`src/verilog/cpu_defs.svh`:
```
`ifndef CPU_DEFS_SVH
`define CPU_DEFS_SVH

// data and address width
`define WORD_W 32

// register index width
`define REG_SEL_W 5

// architectural register count
`define NUM_REGS 32

// fetch address after reset
`define PC_INIT_DEFAULT 32'h0000_0000

// opcode that stops the pipeline
`define HALT_OPCODE 6'h3F

`endif
```
`src/verilog/cpu_types_pkg.sv`:
```
`default_nettype none

`include "cpu_defs.svh"

package cpu_types_pkg;

  typedef logic [`WORD_W-1:0] word_t;
  typedef logic [`REG_SEL_W-1:0] regbits_t;

  // primary opcodes, MIPS encoding
  typedef enum logic [5:0] {
    RTYPE = 6'h00,
    J     = 6'h02,
    BEQ   = 6'h04,
    BNE   = 6'h05,
    ADDIU = 6'h09,
    ANDI  = 6'h0C,
    ORI   = 6'h0D,
    LUI   = 6'h0F,
    LW    = 6'h23,
    SW    = 6'h2B,
    HALT  = `HALT_OPCODE
  } opcode_t;

  // r-type function field
  typedef enum logic [5:0] {
    ADDU = 6'h21,
    SUBU = 6'h23,
    AND  = 6'h24,
    OR   = 6'h25,
    XOR  = 6'h26,
    SLT  = 6'h2A
  } funct_t;

  typedef enum logic [2:0] {
    ALU_ADD,
    ALU_SUB,
    ALU_AND,
    ALU_OR,
    ALU_XOR,
    ALU_SLT,
    ALU_LUI
  } alu_op_t;

  typedef enum logic [1:0] {
    FWD_NONE,
    FWD_MEM,
    FWD_WB
  } fwd_sel_t;

  // all zero means bubble
  typedef struct packed {
    logic    reg_wen;
    logic    dst_is_rt;
    logic    alu_src_imm;
    logic    sign_ext;
    logic    mem_read;
    logic    mem_write;
    logic    mem_to_reg;
    logic    branch_eq;
    logic    branch_ne;
    logic    jump;
    logic    halt;
    alu_op_t alu_op;
  } ctrl_t;

  typedef struct packed {
    logic  valid;
    word_t pc_plus4;
    word_t instr;
  } if_id_t;

  typedef struct packed {
    ctrl_t    ctrl;
    word_t    pc_plus4;
    word_t    rdat1;
    word_t    rdat2;
    word_t    imm_ext;
    regbits_t rs;
    regbits_t rt;
    regbits_t dst;
    word_t    jump_target;
  } id_ex_t;

  typedef struct packed {
    ctrl_t    ctrl;
    word_t    result;
    word_t    store_data;
    regbits_t dst;
  } ex_mem_t;

  typedef struct packed {
    ctrl_t    ctrl;
    word_t    result;
    word_t    load_data;
    regbits_t dst;
  } mem_wb_t;

endpackage

`default_nettype wire

```
`src/verilog/datapath.sv`:
```
`timescale 1ns/1ps
`default_nettype none

`include "cpu_defs.svh"

module datapath #(
  parameter cpu_types_pkg::word_t PC_INIT = `PC_INIT_DEFAULT
) (
  input  logic                 CLK,
  input  logic                 reset,
  output cpu_types_pkg::word_t imem_addr,
  input  cpu_types_pkg::word_t imem_data,
  output cpu_types_pkg::word_t dmem_addr,
  output cpu_types_pkg::word_t dmem_store,
  output logic                 dmem_ren,
  output logic                 dmem_wen,
  input  cpu_types_pkg::word_t dmem_load,
  output logic                 halt
);

  cpu_types_pkg::word_t    pc, pc_plus4, ex_target;
  cpu_types_pkg::if_id_t   if_id;
  cpu_types_pkg::id_ex_t   id_ex, id_ex_in;
  cpu_types_pkg::ex_mem_t  ex_mem;
  cpu_types_pkg::mem_wb_t  mem_wb;
  cpu_types_pkg::ctrl_t    dec_ctrl;
  cpu_types_pkg::word_t    rf_rdat1, rf_rdat2, wb_data;
  cpu_types_pkg::word_t    op_a, rt_val, op_b, alu_result, branch_target;
  cpu_types_pkg::fwd_sel_t fwd_a, fwd_b;
  cpu_types_pkg::regbits_t dec_rs, dec_rt, dec_rd, wb_dst;
  logic                    alu_zero, ex_taken, stall, flush;
  logic                    halt_q, halt_pending, hold;

  function automatic cpu_types_pkg::word_t fwd_mux(input cpu_types_pkg::fwd_sel_t sel,
                                                   input cpu_types_pkg::word_t reg_val);
    case (sel)
      cpu_types_pkg::FWD_MEM: return ex_mem.result;
      cpu_types_pkg::FWD_WB:  return wb_data;
      default:                return reg_val;
    endcase
  endfunction

  // fetch
  assign imem_addr = pc;
  assign pc_plus4  = pc + 32'd4;

  // no fetch progress while halting or on a load-use stall
  assign halt_pending = halt | id_ex.ctrl.halt | ex_mem.ctrl.halt;
  assign hold         = stall | halt_pending;

  always_ff @(posedge CLK) begin
    if (reset) begin
      pc           <= PC_INIT;
      if_id.valid  <= 1'b0;
    end else if (flush) begin
      pc           <= ex_target;
      if_id.valid  <= 1'b0;
    end else if (!hold) begin
      pc           <= pc_plus4;
      if_id        <= '{valid: 1'b1, pc_plus4: pc_plus4, instr: imem_data};
    end
  end

  // decode
  assign dec_rs = if_id.instr[25:21];
  assign dec_rt = if_id.instr[20:16];
  assign dec_rd = if_id.instr[15:11];

  control_unit u_control (
    .instr (if_id.instr),
    .valid (if_id.valid),
    .ctrl  (dec_ctrl)
  );

  register_file u_regs (
    .CLK   (CLK),
    .reset (reset),
    .wen   (mem_wb.ctrl.reg_wen),
    .wsel  (wb_dst),
    .wdat  (wb_data),
    .rsel1 (dec_rs),
    .rsel2 (dec_rt),
    .rdat1 (rf_rdat1),
    .rdat2 (rf_rdat2)
  );

  always_comb begin
    id_ex_in.ctrl        = (flush || hold) ? '0 : dec_ctrl;
    id_ex_in.pc_plus4    = if_id.pc_plus4;
    id_ex_in.rdat1       = rf_rdat1;
    id_ex_in.rdat2       = rf_rdat2;
    // lui is zero extended here and shifted in the alu
    id_ex_in.imm_ext     = dec_ctrl.sign_ext ? {{16{if_id.instr[15]}}, if_id.instr[15:0]}
                                             : {16'h0000, if_id.instr[15:0]};
    id_ex_in.rs          = dec_rs;
    id_ex_in.rt          = dec_rt;
    id_ex_in.dst         = dec_ctrl.dst_is_rt ? dec_rt : dec_rd;
    id_ex_in.jump_target = {if_id.pc_plus4[31:28], if_id.instr[25:0], 2'b00};
  end

  always_ff @(posedge CLK) begin
    if (reset) id_ex.ctrl <= '0;
    else id_ex <= id_ex_in;
  end

  // execute
  hazard_unit u_hazard (
    .id_rs       (dec_rs),
    .id_rt       (dec_rt),
    .ex_rs       (id_ex.rs),
    .ex_rt       (id_ex.rt),
    .ex_mem_read (id_ex.ctrl.mem_read),
    .ex_dst      (id_ex.dst),
    .mem_wen     (ex_mem.ctrl.reg_wen),
    .mem_dst     (ex_mem.dst),
    .wb_wen      (mem_wb.ctrl.reg_wen),
    .wb_dst      (wb_dst),
    .ex_taken    (ex_taken),
    .stall       (stall),
    .flush       (flush),
    .fwd_a       (fwd_a),
    .fwd_b       (fwd_b)
  );

  always_comb begin
    op_a   = fwd_mux(fwd_a, id_ex.rdat1);
    // forwarded rt also supplies the store data
    rt_val = fwd_mux(fwd_b, id_ex.rdat2);
  end

  assign op_b = id_ex.ctrl.alu_src_imm ? id_ex.imm_ext : rt_val;

  alu u_alu (
    .a      (op_a),
    .b      (op_b),
    .op     (id_ex.ctrl.alu_op),
    .result (alu_result),
    .zero   (alu_zero)
  );

  assign branch_target = id_ex.pc_plus4 + {id_ex.imm_ext[29:0], 2'b00};
  assign ex_taken      = (id_ex.ctrl.branch_eq && alu_zero) ||
                         (id_ex.ctrl.branch_ne && !alu_zero) || id_ex.ctrl.jump;
  assign ex_target     = id_ex.ctrl.jump ? id_ex.jump_target : branch_target;

  always_ff @(posedge CLK) begin
    if (reset) begin
      ex_mem.ctrl       <= '0;
    end else begin
      ex_mem.ctrl       <= id_ex.ctrl;
      ex_mem.result     <= alu_result;
      ex_mem.store_data <= rt_val;
      ex_mem.dst        <= id_ex.dst;
    end
  end

  // memory
  assign dmem_addr  = ex_mem.result;
  assign dmem_store = ex_mem.store_data;
  assign dmem_ren   = ex_mem.ctrl.mem_read;
  assign dmem_wen   = ex_mem.ctrl.mem_write;

  always_ff @(posedge CLK) begin
    if (reset) begin
      mem_wb.ctrl      <= '0;
    end else begin
      mem_wb.ctrl      <= ex_mem.ctrl;
      mem_wb.result    <= ex_mem.result;
      mem_wb.load_data <= dmem_load;
      mem_wb.dst       <= ex_mem.dst;
    end
  end

  // writeback
  assign wb_dst  = mem_wb.dst;
  assign wb_data = mem_wb.ctrl.mem_to_reg ? mem_wb.load_data : mem_wb.result;

  // halt sticks once the halt instruction reaches writeback
  always_ff @(posedge CLK) begin
    if (reset) halt_q <= 1'b0;
    else if (mem_wb.ctrl.halt) halt_q <= 1'b1;
  end

  assign halt = halt_q | mem_wb.ctrl.halt;

endmodule

`default_nettype wire

```
`src/verilog/hazard_unit.sv`:
```
`timescale 1ns/1ps
`default_nettype none

module hazard_unit (
  input  cpu_types_pkg::regbits_t  id_rs,
  input  cpu_types_pkg::regbits_t  id_rt,
  input  cpu_types_pkg::regbits_t  ex_rs,
  input  cpu_types_pkg::regbits_t  ex_rt,
  input  logic                     ex_mem_read,
  input  cpu_types_pkg::regbits_t  ex_dst,
  input  logic                     mem_wen,
  input  cpu_types_pkg::regbits_t  mem_dst,
  input  logic                     wb_wen,
  input  cpu_types_pkg::regbits_t  wb_dst,
  input  logic                     ex_taken,
  output logic                     stall,
  output logic                     flush,
  output cpu_types_pkg::fwd_sel_t  fwd_a,
  output cpu_types_pkg::fwd_sel_t  fwd_b
);

  logic load_use;

  // newest producer wins, r0 never forwarded
  function automatic cpu_types_pkg::fwd_sel_t pick_src(input cpu_types_pkg::regbits_t src);
    cpu_types_pkg::fwd_sel_t sel;
    sel = cpu_types_pkg::FWD_NONE;
    if (mem_wen && (mem_dst != '0) && (mem_dst == src)) begin
      sel = cpu_types_pkg::FWD_MEM;
    end else if (wb_wen && (wb_dst != '0) && (wb_dst == src)) begin
      sel = cpu_types_pkg::FWD_WB;
    end
    return sel;
  endfunction

  // load in execute feeding the instruction in decode
  assign load_use = ex_mem_read && (ex_dst != '0) &&
                    ((ex_dst == id_rs) || (ex_dst == id_rt));

  // a redirect discards the stalled instruction anyway
  assign flush = ex_taken;
  assign stall = load_use && !ex_taken;

  always_comb begin
    fwd_a = pick_src(ex_rs);
    fwd_b = pick_src(ex_rt);
  end

endmodule

`default_nettype wire

```
`src/verilog/register_file.sv`:
```
`timescale 1ns/1ps
`default_nettype none

`include "cpu_defs.svh"

module register_file (
  input  logic                    CLK,
  input  logic                    reset,
  input  logic                    wen,
  input  cpu_types_pkg::regbits_t wsel,
  input  cpu_types_pkg::word_t    wdat,
  input  cpu_types_pkg::regbits_t rsel1,
  input  cpu_types_pkg::regbits_t rsel2,
  output cpu_types_pkg::word_t    rdat1,
  output cpu_types_pkg::word_t    rdat2
);

  cpu_types_pkg::word_t regs [`NUM_REGS];

  always_ff @(posedge CLK) begin
    if (reset) begin
      for (int i = 0; i < `NUM_REGS; i++) begin
        regs[i] <= '0;
      end
    end else if (wen && (wsel != '0)) begin
      regs[wsel] <= wdat;
    end
  end

  // r0 reads zero, same-cycle write is passed straight through
  always_comb begin
    if (rsel1 == '0) rdat1 = '0;
    else if (wen && (wsel == rsel1)) rdat1 = wdat;
    else rdat1 = regs[rsel1];

    if (rsel2 == '0) rdat2 = '0;
    else if (wen && (wsel == rsel2)) rdat2 = wdat;
    else rdat2 = regs[rsel2];
  end

endmodule

`default_nettype wire

```
`src/verilog/alu.sv`:
```
`timescale 1ns/1ps
`default_nettype none

module alu (
  input  cpu_types_pkg::word_t   a,
  input  cpu_types_pkg::word_t   b,
  input  cpu_types_pkg::alu_op_t op,
  output cpu_types_pkg::word_t   result,
  output logic                   zero
);

  always_comb begin
    case (op)
      cpu_types_pkg::ALU_ADD: result = a + b;
      cpu_types_pkg::ALU_SUB: result = a - b;
      cpu_types_pkg::ALU_AND: result = a & b;
      cpu_types_pkg::ALU_OR:  result = a | b;
      cpu_types_pkg::ALU_XOR: result = a ^ b;
      // signed compare, result is 0 or 1
      cpu_types_pkg::ALU_SLT: result = cpu_types_pkg::word_t'($signed(a) < $signed(b));
      // immediate goes to the upper half
      cpu_types_pkg::ALU_LUI: result = {b[15:0], 16'h0000};
      default:                result = '0;
    endcase
  end

  // used by beq and bne
  assign zero = (result == '0);

endmodule

`default_nettype wire

```
`src/verilog/control_unit.sv`:
```
`timescale 1ns/1ps
`default_nettype none

module control_unit (
  input  cpu_types_pkg::word_t instr,
  input  logic                 valid,
  output cpu_types_pkg::ctrl_t ctrl
);

  cpu_types_pkg::opcode_t opcode;
  cpu_types_pkg::funct_t  funct;

  assign opcode = cpu_types_pkg::opcode_t'(instr[31:26]);
  assign funct  = cpu_types_pkg::funct_t'(instr[5:0]);

  always_comb begin
    ctrl = '0;
    if (valid) begin
      case (opcode)
        cpu_types_pkg::RTYPE: begin
          ctrl.reg_wen = 1'b1;
          case (funct)
            cpu_types_pkg::ADDU: ctrl.alu_op = cpu_types_pkg::ALU_ADD;
            cpu_types_pkg::SUBU: ctrl.alu_op = cpu_types_pkg::ALU_SUB;
            cpu_types_pkg::AND:  ctrl.alu_op = cpu_types_pkg::ALU_AND;
            cpu_types_pkg::OR:   ctrl.alu_op = cpu_types_pkg::ALU_OR;
            cpu_types_pkg::XOR:  ctrl.alu_op = cpu_types_pkg::ALU_XOR;
            cpu_types_pkg::SLT:  ctrl.alu_op = cpu_types_pkg::ALU_SLT;
            // unsupported funct behaves as a bubble
            default:             ctrl.reg_wen = 1'b0;
          endcase
        end
        cpu_types_pkg::ADDIU: begin
          ctrl.reg_wen     = 1'b1;
          ctrl.dst_is_rt   = 1'b1;
          ctrl.alu_src_imm = 1'b1;
          ctrl.sign_ext    = 1'b1;
        end
        cpu_types_pkg::ANDI: begin
          ctrl.reg_wen     = 1'b1;
          ctrl.dst_is_rt   = 1'b1;
          ctrl.alu_src_imm = 1'b1;
          ctrl.alu_op      = cpu_types_pkg::ALU_AND;
        end
        cpu_types_pkg::ORI: begin
          ctrl.reg_wen     = 1'b1;
          ctrl.dst_is_rt   = 1'b1;
          ctrl.alu_src_imm = 1'b1;
          ctrl.alu_op      = cpu_types_pkg::ALU_OR;
        end
        cpu_types_pkg::LUI: begin
          ctrl.reg_wen     = 1'b1;
          ctrl.dst_is_rt   = 1'b1;
          ctrl.alu_src_imm = 1'b1;
          ctrl.alu_op      = cpu_types_pkg::ALU_LUI;
        end
        cpu_types_pkg::LW: begin
          ctrl.reg_wen     = 1'b1;
          ctrl.dst_is_rt   = 1'b1;
          ctrl.alu_src_imm = 1'b1;
          ctrl.sign_ext    = 1'b1;
          ctrl.mem_read    = 1'b1;
          ctrl.mem_to_reg  = 1'b1;
        end
        cpu_types_pkg::SW: begin
          ctrl.alu_src_imm = 1'b1;
          ctrl.sign_ext    = 1'b1;
          ctrl.mem_write   = 1'b1;
        end
        // branches compare rs and rt by subtraction
        cpu_types_pkg::BEQ: begin
          ctrl.sign_ext  = 1'b1;
          ctrl.branch_eq = 1'b1;
          ctrl.alu_op    = cpu_types_pkg::ALU_SUB;
        end
        cpu_types_pkg::BNE: begin
          ctrl.sign_ext  = 1'b1;
          ctrl.branch_ne = 1'b1;
          ctrl.alu_op    = cpu_types_pkg::ALU_SUB;
        end
        cpu_types_pkg::J:    ctrl.jump = 1'b1;
        cpu_types_pkg::HALT: ctrl.halt = 1'b1;
        default:             ctrl = '0;
      endcase
    end
  end

endmodule

`default_nettype wire

```
`config.mk`:
```
export PLATFORM = sky130hd
export DESIGN_NAME = datapath
export DESIGN_NICKNAME = d
export VERILOG_FILES = /design/src/verilog/cpu_types_pkg.sv /design/src/verilog/datapath.sv /design/src/verilog/hazard_unit.sv /design/src/verilog/register_file.sv /design/src/verilog/alu.sv /design/src/verilog/control_unit.sv
export VERILOG_INCLUDE_DIRS = /design/src /design/src/verilog
export SDC_FILE = /design/constraint.sdc
export NUM_CORES = 2
export LEC_CHECK = 0
export BUFFER_PORTS_ARGS = -buffer_cell sky130_fd_sc_hd__buf_2
export CAP_MARGIN = 20
export CORE_MARGIN = 5
export CORE_UTILIZATION = 35
export DETAILED_ROUTE_END_ITERATION = 16
export SLEW_MARGIN = 15
export SYNTH_ARGS = -nofsm -noshare
export SYNTH_HDL_FRONTEND = slang
export SYNTH_SLANG_ARGS = --single-unit
```
`constraint.sdc`:
```
create_clock -name CLK -period 28 [get_ports CLK]
set_input_delay 4.2 -clock CLK [delete_from_list [all_inputs] [get_ports CLK]]
set_output_delay 4.2 -clock CLK [all_outputs]
set_load 0.02 [all_outputs]
```
==> impl_results.md <==
* Sequential share of power at roughly 47%
* DRC at 0
* Comb pwr share at 15.9%
* Mapped Area at around 75,000 µm²
* Die width at 474.3 µm
* Worst Setup End Kind: flip-flop
* Most frequent cells in the layout: edfxtp_1, nor2_1, mux4_2
* R2R setup slack at between 15 and 20 ns
* Final hold vios at 0
* Per-cell routed wire length at 31.09 µm
* CTS root buf: clkbuf_16
* Vias in the first global route at ~52,000
* CP Class: flip-flop to flip-flop
* Leakage at roughly 30 nW
* Register area share after synthesis at a little under three fifths
* EDFF count, synth at 1,354
* Total wire length at 272.6 mm
* Setup TNS at 0 ns
* FP Rows at 170
* CTS buffer count at ~150
* Worst Setup SP: wb_dst[3]
* Die H at between 400 and 500 µm
* Number of hold buffers added after CTS at 0
* Detail Route Antenna Nets at 0
* Clock transition at path regs at ~0.06 ns
* Worst-Margin Slew at around 1.3 ns
* Final Cycle Share at 33.09%
* First-pass GRT wire length at roughly 390 mm
* First drt pass iteration count at 8
* Total of max-cap violations at 0
* Warnings from Yosys at 0
* Hold Startpoint: id_ex_in[159]
* CTS Sinks at around 1,400
* CP startpoint kind: flip-flop
* # setup viols final at 0
* Core Footprint at between 200,000 and 250,000 µm²
* Reg2reg start: wb_dst[3]
* GRT Overall Usage at between 20% and 30%
* Synth unique cells at 89
* Worst EP required at about 28 ns
* Max rail drop VDD at about 55 µV
* Sw power at 0.001535 W
* Crit path time final at between 9 and 10 ns
* Largest net degree at the start of global routing at 112
* Postcts setup bufs at 0
* Main flop type after synthesis: edfxtp_1
* Status: complete, no violations
* Sw frac at a little under 30%
* Hold depth at 0
* Critical Path AT at 9.69 ns
* Final hold slack at around 0.42 ns
* RSZ-0062 raised after global routing: false
* GPL Wtd Cong at between 0.9 and 1
* DIE AREA at around 230,000 µm²
* Commonest non-fill, non-tap cell in the layout: edfxtp_1
* Reg2Reg Depth at 22
* Reg2reg end: id_ex_in[9]
* Headroom to the max-slew limit at around 16%
* Max-slew violations at 0
* Nets at ~6,000
* PD cells at between 60 and 70 nW/µm²
* Via density at approximately 6.1
* PortBufs at around 160
* Initial antenna violation count at 7
* Worst Hold Class: flip-flop to flip-flop
* Critical path fanouts, max at 63
* Layout cells sized above 1 at between 20% and 30%
* Post-cts sizing count at 0
* Clk_skew at 0.04989 ns
* GR Overflow Total at 0
* Hold Path End: id_ex[159]
* Ys async rst share at 0%
* Area grow syn2layout at 12.10%
* Flops & latches, synth at 1,406
* # IOs at 165
* Internal at roughly 0.0038 W
* Avg Cell Area, Syn at 12.88 µm²
* F_max at ~0.11 GHz
* Clk_lat worst skew at slightly above 0.8 ns
* Clock Path Buffers at 3
* H-Tree Depth at 4
* Via Count at 53,330
* Initial DRC count at between 7,000 and 8,000
* Post-DP HPWL at roughly 170 mm
* CTS tree: done
* Syn Inst Count at roughly 5,900
* Clock power frac at roughly 37%
* Initial Util at a little over a third
cells by family after synthesis:
logic type,Yosys count,share of synthesized area [%]
adder cells (fa/ha/maj),132,2.215
other,1,0.004969
multiplexers,760,19.24
AO/OA/AOI/OAI,863,7.597
XOR/XNOR,117,1.358
buffers and inverters,703,3.863
flip-flops,1406,55.26
AND/OR/NAND/NOR,1878,10.46
power groups by stage:
| stage | logic (W) | registers, W | clock network (W) |
|---|---|---|---|
| after floorplan | 0.000544 | 0.00250 | 0 |
| after global placement | 0.000813 | 0.00254 | 0 |
| after detailed placement | 0.000815 | 0.00254 | 0 |
| after CTS | 0.000818 | 0.00250 | 0.00199 |
| after global routing | 0.000884 | 0.00251 | 0.00208 |
| final | 0.000845 | 0.00250 | 0.00197 |
Yosys cell counts (all sizes together), types with 11 or more instances:
master	number	area (µm²)
edfxtp	1354	40660
mux2	74	837.1
buf	154	854.6
or4	13	97.59
o21ai	203	1016
mux2i	141	1411
nand2	300	1126
o22ai	40	250.2
xnor2	75	656.9
o31ai	24	180.2
a21oi	185	925.9
nor2	1227	4606
a211oi	97	733.2
nor2b	64	400.4
a21o	30	225.2
nor3	56	291.5
or2	11	68.82
dfxtp	52	1041
nand3	48	240.2
xor2	42	367.9
o221ai	35	306.5
inv	117	439.2
nor4	26	177.7
nand4	31	193.9
a221o	14	140.1
and3	13	81.33
mux4	545	12270
a221oi	43	376.6
o211ai	39	292.8
nand2b	40	250.2
clkbuf	431	1618
o21a	33	247.7
ha	128	1602
or3	18	112.6
a31oi	23	143.9
worst max path at each step:
stage                                     to  slack, ns  cells after the start
final                            id_ex_in[9]      18.73                     22
after global routing            id_ex_in[10]      18.66                     22
after CTS                       id_ex_in[10]      18.85                     20
after detailed placement        id_ex_in[10]      18.90                     20
after global placement           id_ex_in[9]      18.97                     20
after floorplan           u_regs.regs[10][0]      11.06                      5
per-stage QoR:
stage	util [%]	total power (W)	std cells	setup WS [ns]	cell area, µm²
final	39.42	0.005319	8768	18.73	84600
after floorplan	-	0.003045	5891	11.06	75580
after CTS	39.29	0.005314	8755	18.85	84330
after global placement	37.04	0.003354	8478	18.97	79490
after global routing	39.42	0.005477	8767	18.66	84600
after detailed placement	37.07	0.003360	8481	18.90	79550
flip-flops by register name (all words and copies together), names as in the netlist:
register     flops
halt_q           1
dec_rs           5
if_id            7
imem_addr       32
dmem_addr       32
dec_rd           5
id_ex_in        43
wb_dst           5
id_ex          139
ex_mem           8
dmem_wen         1
u_regs.regs   1024
mem_wb          67
dec_rt           5
dmem_store      32
layout make-up:
class / instances / area (µm²)
antenna: 3 / 7.507
clock buffer: 202 / 4074
clock inverter: 72 / 699.4
fill: 19960 / 130000
inverter: 118 / 450.4
multi-input combinational: 3782 / 31600
sequential: 1406 / 41710
tap: 2838 / 3551
timing repair buffer: 347 / 2515
layer usage:
metal	up-vias	wire length [µm]	part of all wire (%)	GRT usage (%)
met2	3476	128100	47	38.41
met1	27210	104300	38	31.41
met5	-	20	0.0073	0
met3	597	28980	11	4.979
li1	22040	-	-	-
met4	2	11230	4.1	8.812
critical path, cell delays in order, from the launching register on:
cell and delay [ns]:
edfxtp_1 0.58, nor3_1 0.44, a21bo_2 0.32, nor4_4 0.07
buf_4 0.32, o21ai_0 1.02, o21ai_0 0.22, mux2_2 0.33
ha_1 0.46, nor3_1 0.22, o21ai_0 0.21, o211a_1 0.26
a211oi_1 0.76, or2_1 0.32, a21oi_1 0.19, o211a_1 0.30
nor4_1 0.45, and4b_1 0.27, nand3_1 0.13, nor3_4 0.54
mux2_4 0.54, nor3_2 0.28, buf_4 0.52
Power figures use the tool's default switching activity.
